`config.mk`:
```
export PLATFORM = sky130hd
export DESIGN_NAME = fetch_front
export DESIGN_NICKNAME = d
export VERILOG_FILES = /design/src/logic/fetch_pkg.sv /design/src/logic/imem_wb_port.sv /design/src/logic/if_stage.sv /design/src/logic/branch_target_buffer.sv /design/src/logic/fetch_queue.sv /design/src/logic/fetch_front.sv
export SDC_FILE = /design/constraint.sdc
export NUM_CORES = 2
export LEC_CHECK = 0
export BUFFER_PORTS_ARGS = -buffer_cell sky130_fd_sc_hd__buf_2
export CELL_PAD_IN_SITES_DETAIL_PLACEMENT = 2
export CELL_PAD_IN_SITES_GLOBAL_PLACEMENT = 2
export CORE_UTILIZATION = 35
export CTS_CLUSTER_SIZE = 28
export DETAILED_ROUTE_END_ITERATION = 7
export PLACE_DENSITY = 0.59
export SLEW_MARGIN = 20
export SYNTH_ARGS = -nofsm -noshare
export SYNTH_HDL_FRONTEND = slang
export SYNTH_SLANG_ARGS = --single-unit
```
`constraint.sdc`:
```
create_clock -name clock -period 21.5 [get_ports clock]
set_clock_uncertainty 0.1 [all_clocks]
set_input_delay 4.3 -clock clock [delete_from_list [all_inputs] [get_ports clock]]
set_output_delay 4.3 -clock clock [all_outputs]
set_load 0.01 [all_outputs]
```
`src/logic/fetch_pkg.sv`:
```
////////////////////
// fetch front end shared definitions
// widths, bus master state, bus and packet structs
////////////////////

package fetch_pkg;

  //////////////////// widths

  localparam int xlen       = 64;  // address and pc width
  localparam int inst_width = 32;  // one instruction
  localparam int mem_width  = 64;  // one instruction-memory word, two instructions

  localparam int btb_index_bits = 3;                          // 8 entries
  localparam int btb_tag_bits   = xlen - btb_index_bits - 2;  // pc bits above index and [1:0]

  localparam int queue_depth      = 4;  // power of two, pointers wrap on their own
  localparam int queue_ptr_bits   = $clog2(queue_depth);
  localparam int queue_count_bits = $clog2(queue_depth + 1);  // 0 .. queue_depth

  //////////////////// types

  // wishbone read master state
  typedef enum logic {
    idle,      // no cycle, ready for a request
    wait_ack   // cyc/stb up, waiting on the slave
  } wb_state_t;

  typedef struct packed {
    logic            cyc;
    logic            stb;
    logic [xlen-1:0] adr;  // 8-byte aligned
  } wb_req_t;

  typedef struct packed {
    logic                 ack;
    logic [mem_width-1:0] dat;  // valid with ack only
  } wb_rsp_t;

  typedef struct packed {
    logic [xlen-1:0]       pc;
    logic [xlen-1:0]       npc;         // next pc fetch actually followed
    logic [inst_width-1:0] ir;
    logic                  pred_taken;  // npc came from a btb hit
  } fetch_packet_t;

  typedef struct packed {
    logic            branch_valid;  // a branch retires this cycle
    logic            taken;
    logic            mispredict;    // fetch went the wrong way, redirect
    logic [xlen-1:0] pc;
    logic [xlen-1:0] target;
  } retire_t;

  typedef struct packed {
    logic            hit;
    logic [xlen-1:0] target;
  } btb_lookup_t;

endpackage

```
`src/logic/imem_wb_port.sv`:
```
////////////////////
// instruction memory port
// wishbone classic read master, one cycle per fetch request
////////////////////

`timescale 1ns/1ps

module imem_wb_port (
  input  logic                           clock,
  input  logic                           reset,
  input  logic                           fetch_req,   // from if_stage, honored when not busy
  input  logic [fetch_pkg::xlen-1:0]     fetch_addr,
  input  fetch_pkg::wb_rsp_t             wb_rsp,
  output fetch_pkg::wb_req_t             wb_req,
  output logic                           fetch_busy,
  output logic                           fetch_done,  // one-cycle pulse, data valid with it
  output logic [fetch_pkg::mem_width-1:0] fetch_data
);

  fetch_pkg::wb_state_t        state;
  logic [fetch_pkg::xlen-1:0]  adr_q;   // address held for the whole cycle
  logic                        start;   // accept a request this cycle

  // busy also covers the done pulse, the stage is still consuming that word
  assign fetch_busy = (state == fetch_pkg::wait_ack) | fetch_done;
  assign start      = fetch_req & ~fetch_busy;

  // cyc and stb rise and fall together, both straight from the state
  assign wb_req.cyc = (state == fetch_pkg::wait_ack);
  assign wb_req.stb = (state == fetch_pkg::wait_ack);
  assign wb_req.adr = adr_q;

  //////////////////// bus fsm

  always_ff @(posedge clock) begin
    if (reset) begin
      state      <= fetch_pkg::idle;
      fetch_done <= 1'b0;
    end else begin
      fetch_done <= 1'b0;  // default, pulse only
      case (state)
        fetch_pkg::idle: begin
          if (start)
            state <= fetch_pkg::wait_ack;  // stb up on the next cycle
        end
        fetch_pkg::wait_ack: begin
          if (wb_rsp.ack) begin
            state      <= fetch_pkg::idle;  // drop cyc/stb after ack
            fetch_done <= 1'b1;
          end
        end
        default: state <= fetch_pkg::idle;
      endcase
    end
  end

  // payload registers, no reset needed
  always_ff @(posedge clock) begin
    if (start)
      adr_q <= fetch_addr;
    if ((state == fetch_pkg::wait_ack) && wb_rsp.ack)
      fetch_data <= wb_rsp.dat;  // capture in the ack cycle
  end

endmodule

```
`src/logic/if_stage.sv`:
```
////////////////////
// fetch stage
// pc register, next-pc select, stale return drop, packet build
////////////////////

`timescale 1ns/1ps

module if_stage (
  input  logic                            clock,
  input  logic                            reset,
  input  logic                            fetch_busy,
  input  logic                            fetch_done,
  input  logic [fetch_pkg::mem_width-1:0] fetch_data,
  input  logic                            queue_space,  // two or more entries free
  input  fetch_pkg::btb_lookup_t          btb,
  input  fetch_pkg::retire_t              retire,
  output logic                            fetch_req,
  output logic [fetch_pkg::xlen-1:0]      fetch_addr,
  output logic [fetch_pkg::xlen-1:0]      pc,
  output logic                            push,
  output fetch_pkg::fetch_packet_t        push_packet,
  output logic                            flush
);

  logic                       redirect;     // retire says fetch went wrong
  logic [fetch_pkg::xlen-1:0] redirect_pc;
  logic [fetch_pkg::xlen-1:0] pc_plus_4;
  logic [fetch_pkg::xlen-1:0] follow_pc;    // btb target or sequential
  logic                       stale;        // word in flight belongs to the old stream

  assign redirect    = retire.branch_valid & retire.mispredict;
  assign redirect_pc = retire.taken ? retire.target : retire.pc + 64'd4;  // not taken: fall through
  assign pc_plus_4   = pc + 64'd4;
  assign follow_pc   = btb.hit ? btb.target : pc_plus_4;

  // memory is 64 bits wide, fetch the aligned word holding pc
  assign fetch_addr = {pc[fetch_pkg::xlen-1:3], 3'b000};
  assign fetch_req  = ~fetch_busy & queue_space & ~redirect;
  assign flush      = redirect;

  // a good return: not stale, and no redirect taking over this edge
  assign push = fetch_done & ~stale & ~redirect;

  //////////////////// packet

  assign push_packet.pc         = pc;
  assign push_packet.npc        = follow_pc;
  assign push_packet.ir         = pc[2] ? fetch_data[63:32] : fetch_data[31:0];  // upper half at pc+4
  assign push_packet.pred_taken = btb.hit;

  //////////////////// pc and stale flag

  always_ff @(posedge clock) begin
    if (reset) begin
      pc    <= '0;  // fetch starts at 0
      stale <= 1'b0;
    end else begin
      if (redirect)
        pc <= redirect_pc;        // retire wins over everything
      else if (push)
        pc <= follow_pc;          // advance with the pushed packet

      if (redirect)
        stale <= fetch_busy & ~fetch_done;  // a done word this cycle is simply not pushed
      else if (fetch_done)
        stale <= 1'b0;            // old word dropped, stream clean again
    end
  end

endmodule

```
`src/logic/branch_target_buffer.sv`:
```
////////////////////
// branch target buffer
// direct-mapped, tagged, trained by retiring branches
////////////////////

`timescale 1ns/1ps

module branch_target_buffer (
  input  logic                       clock,
  input  logic                       reset,
  input  logic [fetch_pkg::xlen-1:0] pc,      // registered fetch pc
  input  fetch_pkg::retire_t         retire,
  output fetch_pkg::btb_lookup_t     btb
);

  localparam int entries = 2 ** fetch_pkg::btb_index_bits;

  logic [entries-1:0]                 valid;
  logic [fetch_pkg::btb_tag_bits-1:0] tag_mem    [entries];
  logic [fetch_pkg::xlen-1:0]         target_mem [entries];

  logic [fetch_pkg::btb_index_bits-1:0] rd_index;
  logic [fetch_pkg::btb_tag_bits-1:0]   rd_tag;
  logic [fetch_pkg::btb_index_bits-1:0] wr_index;
  logic [fetch_pkg::btb_tag_bits-1:0]   wr_tag;

  // index sits just above the two low pc bits, tag takes the rest
  assign rd_index = pc[fetch_pkg::btb_index_bits+1:2];
  assign rd_tag   = pc[fetch_pkg::xlen-1:fetch_pkg::btb_index_bits+2];
  assign wr_index = retire.pc[fetch_pkg::btb_index_bits+1:2];
  assign wr_tag   = retire.pc[fetch_pkg::xlen-1:fetch_pkg::btb_index_bits+2];

  //////////////////// lookup

  assign btb.hit    = valid[rd_index] && (tag_mem[rd_index] == rd_tag);
  assign btb.target = target_mem[rd_index];

  //////////////////// retire update

  always_ff @(posedge clock) begin
    if (reset) begin
      valid <= '0;  // all entries empty
    end else if (retire.branch_valid) begin
      if (retire.taken)
        valid[wr_index] <= 1'b1;
      else if (tag_mem[wr_index] == wr_tag)
        valid[wr_index] <= 1'b0;  // not taken any more, forget it
    end
  end

  // tag and target only matter while the entry is valid
  always_ff @(posedge clock) begin
    if (retire.branch_valid && retire.taken) begin
      tag_mem[wr_index]    <= wr_tag;
      target_mem[wr_index] <= retire.target;
    end
  end

endmodule

```
`src/logic/fetch_queue.sv`:
```
////////////////////
// fetch queue
// circular fifo of fetch packets toward dispatch
////////////////////

`timescale 1ns/1ps

module fetch_queue (
  input  logic                     clock,
  input  logic                     reset,
  input  logic                     push,
  input  fetch_pkg::fetch_packet_t push_packet,
  input  logic                     flush,          // redirect, empties the queue
  input  logic                     dispatch_ready,
  output logic                     queue_space,    // room for two more
  output logic                     out_valid,
  output fetch_pkg::fetch_packet_t out_packet
);

  fetch_pkg::fetch_packet_t mem [fetch_pkg::queue_depth];

  logic [fetch_pkg::queue_ptr_bits-1:0]   rd_ptr;
  logic [fetch_pkg::queue_ptr_bits-1:0]   wr_ptr;
  logic [fetch_pkg::queue_count_bits-1:0] count;
  logic                                   pop;

  assign out_valid   = (count != '0);
  assign out_packet  = mem[rd_ptr];                        // head, valid with out_valid
  assign pop         = out_valid & dispatch_ready;         // dispatch handshake
  assign queue_space = (count <= fetch_pkg::queue_depth - 2);

  //////////////////// pointers and count

  always_ff @(posedge clock) begin
    if (reset || flush) begin
      rd_ptr <= '0;  // flush beats a push in the same cycle
      wr_ptr <= '0;
      count  <= '0;
    end else begin
      if (push)
        wr_ptr <= wr_ptr + 1'b1;
      if (pop)
        rd_ptr <= rd_ptr + 1'b1;
      if (push && !pop)
        count <= count + 1'b1;
      else if (pop && !push)
        count <= count - 1'b1;
    end
  end

  // storage, write lands at the tail
  always_ff @(posedge clock) begin
    if (push && !flush)
      mem[wr_ptr] <= push_packet;
  end

endmodule

```
`src/logic/fetch_front.sv`:
```
////////////////////
// fetch front end top
// bus port, fetch stage, btb and fetch queue
////////////////////

`timescale 1ns/1ps

module fetch_front (
  input  logic                     clock,
  input  logic                     reset,
  input  fetch_pkg::wb_rsp_t       wb_rsp,          // from instruction memory
  input  fetch_pkg::retire_t       retire,          // one-cycle retire info
  input  logic                     dispatch_ready,
  output fetch_pkg::wb_req_t       wb_req,
  output logic                     out_valid,
  output fetch_pkg::fetch_packet_t out_packet
);

  //////////////////// internal links

  logic                            fetch_req;
  logic [fetch_pkg::xlen-1:0]      fetch_addr;
  logic                            fetch_busy;
  logic                            fetch_done;
  logic [fetch_pkg::mem_width-1:0] fetch_data;
  logic [fetch_pkg::xlen-1:0]      pc;
  logic                            push;
  fetch_pkg::fetch_packet_t        push_packet;
  logic                            flush;
  logic                            queue_space;
  fetch_pkg::btb_lookup_t          btb;

  imem_wb_port port0 (
    .clock, .reset,
    .fetch_req, .fetch_addr, .wb_rsp,
    .wb_req, .fetch_busy, .fetch_done, .fetch_data
  );

  if_stage stage0 (
    .clock, .reset,
    .fetch_busy, .fetch_done, .fetch_data, .queue_space, .btb, .retire,
    .fetch_req, .fetch_addr, .pc, .push, .push_packet, .flush
  );

  branch_target_buffer btb0 (
    .clock, .reset,
    .pc, .retire,
    .btb
  );

  fetch_queue queue0 (
    .clock, .reset,
    .push, .push_packet, .flush, .dispatch_ready,
    .queue_space, .out_valid, .out_packet
  );

endmodule

```
Word-level counts from Yosys, hierarchy flattened:

Memory sizes are Yosys's and may differ from the RTL's. A register that Yosys moved wholly into a read port is not among the register bits.
Cells that the tools add are included.

* register bits: 207
* RAM bits: 1628
* word-level logic and storage cells: 89
* memories kept: 3

Memories
* queue0.mem: words 4, width 161, read ports 1, clocked after memory_dff 1, wr ports 1, RTL line fetch_queue.sv:20 `fetch_pkg::fetch_packet_t mem [fetch_pkg::queue_depth];`
* btb0.target_mem: words 8, width 64, read ports 1, clocked after memory_dff 1, wr ports 1, RTL line branch_target_buffer.sv:20 `logic [fetch_pkg::xlen-1:0] target_mem [entries];`
* btb0.tag_mem: words 8, width 59, read ports 2, clocked after memory_dff 1, wr ports 1, RTL line branch_target_buffer.sv:19 `logic [fetch_pkg::btb_tag_bits-1:0] tag_mem [entries];`

* $add $sub $neg: 6
* order comparisons: 4
* equal/unequal tests: 2
* mux-type cells: 29
* bitwise operators: 17
* reductions and logical operators: 18

Operator list (number)
* 64-bit two-way mux: 4
* 64-bit by 3-bit adder with 64-bit output, second input constant: 2
* 59-bit equality test: 2
* 32-bit two-way mux: 1
* 3-bit two-way mux: 6
* 8-bit two-way mux: 2
* 1-bit two-way mux: 11
* 1-bit bitwise AND: 8
* 8-bit bitwise AND: 1
* 3-bit by 4-bit < comparator with 1-bit output, second input constant: 2
* 8-bit inverter: 1
* 8-bit bitwise OR: 1
* 2-bit nonzero test: 4
* 1-bit logical AND: 7
* 1-bit inverter: 5
* 2-bit by 1-bit adder with 2-bit output, second input constant: 2
* 2-bit two-way mux: 2
* 3-bit by 1-bit adder with 3-bit output, second input constant: 1
* 1-bit binary-select mux with 3-bit select: 1
* 1-bit demux with 3-bit select: 1
* 3-bit by 1-bit greater-or-equal comparator with 1-bit output, second input constant: 1
* 3-bit by 2-bit <= comparator with 1-bit output, second input constant: 1
* 1-bit logical NOT: 3
* 3-bit nonzero test: 1
* other kinds (6): 6

Logic depth before layout (Yosys ltp):

* depth in word-level cells: 8
* mapped depth: 16
* gate-level depth less buffers: 10

By module:

Synthesis repeated with hierarchy kept, for this count alone.

* cell total of the unflattened synthesis: 4314
* area, all modules: 78636.7 um^2

Modules (own cells, without submodules)
* branch_target_buffer: times used 1, cells an instance 2029, area each 42180.5 um^2, sequential area each 29708.5 um^2
* fetch_queue: times used 1, cells an instance 887, area each 23653.9 um^2, sequential area each 19518.7 um^2
* if_stage: times used 1, cells an instance 1260, area each 8854.7 um^2, sequential area each 1301.2 um^2
* imem_wb_port: times used 1, cells an instance 138, area each 3947.5 um^2, sequential area each 3883.7 um^2

Worst setup path after synthesis:

No wires, ideal clock.

* path type: input port to flip-flop
* start point: input retire[66] in the netlist's numbering
* end point: memory btb0.tag_mem[4][0] in the netlist's numbering (enable)
* library setup time: 0.910 ns
* arrival: 17.011 ns
* data required time: 20.490 ns
* slack: 3.479 ns
* stages on the path: 6
* buffers on the path: 5
* path through: clkbuf_1 > buf_2 > buf_2 > clkbuf_1 > clkbuf_1 > nor4_1

RTL lines
* start, declared: RTL line fetch_front.sv:12 `input fetch_pkg::retire_t retire,`
* end, declared: RTL line branch_target_buffer.sv:19

Straight into the memory's write port.

==> metrics <==
Seq/Total Area, Yosys 0.707; port bufs 423; Die Y 471 microns; ys flop type edfxtp_1; Max Cap Viol 0; Clk pwr share 0.415; cell-internal power 6.29 mW; largest net degree at the start of global routing 130; Flop pwr share 0.493; drc violations 0; initial DRC count 4261; Clock Tree Buf Depth 3; CP Cell Sequence buf_4 > buf_4 > mux4_2 > buf_2; Leakage 28.6 nW; CP delay by family, top buffers and inverters; WP buf/inv 3; Die ar. 222000 sq um; Post-synth EDFFs 1753; GP Congestion 0.833; Slew @ Worst Pin 1.16 ns; width of the die 471 microns; CP Max Fanout 46; Pwr Density 93.5 nW/um^2; CTS Buf Count 199; FFs w/ async S/R, synth 0; TritonCTS clock tree done; Sw Share 0.247; worst skew pair latency 0.90 ns; status complete, no violations; Area Overhead vs Synth 15.9%; worst hold path depth 2; Syn Std Cell Area 77000 sq um; most common cell after layout, fill and taps aside edfxtp_1; most frequent cells in the layout 1753 x edfxtp_1, 419 x buf_2, 417 x mux4_2, 272 x mux2i_1, 199 x clkbuf_16; cts repair resizes 0; r2r worst-path depth 11; Core Rows 171; Clk pin slew, worst setup/hold paths 0.06 ns; synthesis-stage register bit count 1840; slowest CP cell buf_4; cell at the root of the clock tree clkbuf_16; NumNets Final 4791; share of post-route cells with drive strength above 1 0.290; first-pass iteration count of the detailed router 7; Hold Path Class reg -> reg; postcts setup bufs 0; Setup violations, final 0; Comb power frac 0.092; CP required 17.10 ns; Critical Path AT 4.40 ns; synth warn 0; CTS H-tree lvls 4; Fmax 114 MHz; worst relative slew slack 0.217; Tcrit/Tclk final 0.409; Mapped Avg Cell Area 18.7 sq um; Yosys cell types 76; Cells after Synth 4107; setup TNS 0 ns; CP Launch Type flip-flop; Final HPWL DP 180 mm; via count 43700; Setup crit end kind output port; Yosys top cell area share 0.684; total grt overflow 0; peak supply drop 76.4 uV; Top cell by count, worst path buf_4; critical path class reg -> out; starting density of the core 0.353; I/O pin count 427; drt total wl 271 mm; DRT antenna net count 0; clock sink total 1840; post-cts hold buffer count 0; Slew Limit Fails 0; RSZ-0062 raised after global routing false; Fin. Hold Viols 0; vias in the first global route 46300; top post-synthesis cells by area edfxtp_1 68%, mux4_2 12%, mux2i_1 3.5%, dfxtp_1 2.3%, mux2_2 1.5%; reg2reg end queue0.mem[3][56]; Final min period 8.80 ns; Core ar. 218000 sq um; routed len/inst 35.6 microns; P_sw 2.06 mW; CP peak stage delay 0.87 ns; Vias/cell 5.72; Tot GR Track Use 0.242; global-route wire length before repair 377 mm; reg2reg setup slack 13.27 ns; Yosys top cell by area edfxtp_1; initial antenna violation count 66; WHS 0.405 ns
worst min-delay path, cell delays in order, from the launching register on:
cell	delay, ns
dfxtp_1	0.30
nor2_1	0.10
a311oi_1	0.05
through the flow:
stage / setup slack [ns] / instance area [sq um] / power [mW] / utilization / std cells
floorplan: 3.48 / 77000 / 4.58 / - / 4109
global placement: 12.15 / 82600 / 4.95 / 0.379 / 7237
detailed placement: 12.15 / 82600 / 4.97 / 0.379 / 7237
CTS: 12.47 / 89200 / 8.44 / 0.409 / 7612
global route: 12.21 / 89200 / 8.60 / 0.410 / 7621
finish: 12.70 / 89200 / 8.35 / 0.410 / 7631
kinds of logic after synthesis:
| logic type | share of synthesized area |
|---|---|
| AOI/OAI and AO/OA | 0.0391 |
| xor gates and xnor gates | 0.0248 |
| adders and majority gates | 0.00140 |
| buffers and inverters | 0.0156 |
| DFF | 0.707 |
| muxes | 0.172 |
| other | 0.0000487 |
| and+or+nand+nor | 0.0403 |
area by class of cell:
type | instances | area (sq um)
timing repair buffer | 528 | 3020
tap | 2854 | 3570
clock buffer | 251 | 5260
multi-input combinational | 1991 | 21500
antenna | 19 | 47.5
fill | 20700 | 129000
sequential | 1840 | 54400
clock inverter | 124 | 1300
inverter | 24 | 91.3
cells in the mapped netlist, types with 54 or more instances:
master    number
edfxtp_1    1753
mux4_2       417
mux2i_1      272
clkbuf_1     133
nand2_1      133
xnor2_1      127
mux2_2       101
nor2_1        93
xor2_1        91
dfxtp_1       87
nand3_1       66
buf_1         63
a21oi_1       54
layer usage:
metal  share of wire  GRT usage
met1            0.44      0.336
met2            0.46      0.379
met4           0.026     0.0696
met5         0.00081          0
met3           0.074     0.0574
registers in the layout, summed over array words and instances, names as in the netlist, named ones only:
| name | count |
|---|---|
| stage0.pc | 64 |
| queue0.rd_ptr | 2 |
| port0.fetch_done | 1 |
| btb0.target_mem | 512 |
| port0.adr_q | 61 |
| queue0.mem | 644 |
| port0.state | 1 |
| queue0.count | 3 |
| btb0.tag_mem | 472 |
| port0.fetch_data | 64 |
| queue0.wr_ptr | 2 |
| stage0.stale | 1 |
how the worst max path moves through the flow:
stage                     from                      to  slack [ns]  cells after the start
floorplan           retire[66]      btb0.tag_mem[4][0]        3.48                      6
global placement    retire[68]  btb0.target_mem[6][29]       12.15                      7
detailed placement  retire[68]  btb0.target_mem[6][20]       12.15                      7
CTS                  flip-flop           out_packet[0]       12.47                      4
global route         flip-flop           out_packet[0]       12.21                      4
finish               flip-flop           out_packet[0]       12.70                      4
power groups by stage:
stage / Combinational [mW] / Sequential (mW) / Clock [mW]
floorplan: 0.418 / 4.17 / 0
CTS: 0.780 / 4.12 / 3.54
detailed placement: 0.776 / 4.19 / 0
global placement: 0.766 / 4.19 / 0
global route: 0.812 / 4.12 / 3.66
finish: 0.770 / 4.12 / 3.46
(Power assumes the default switching activity.)
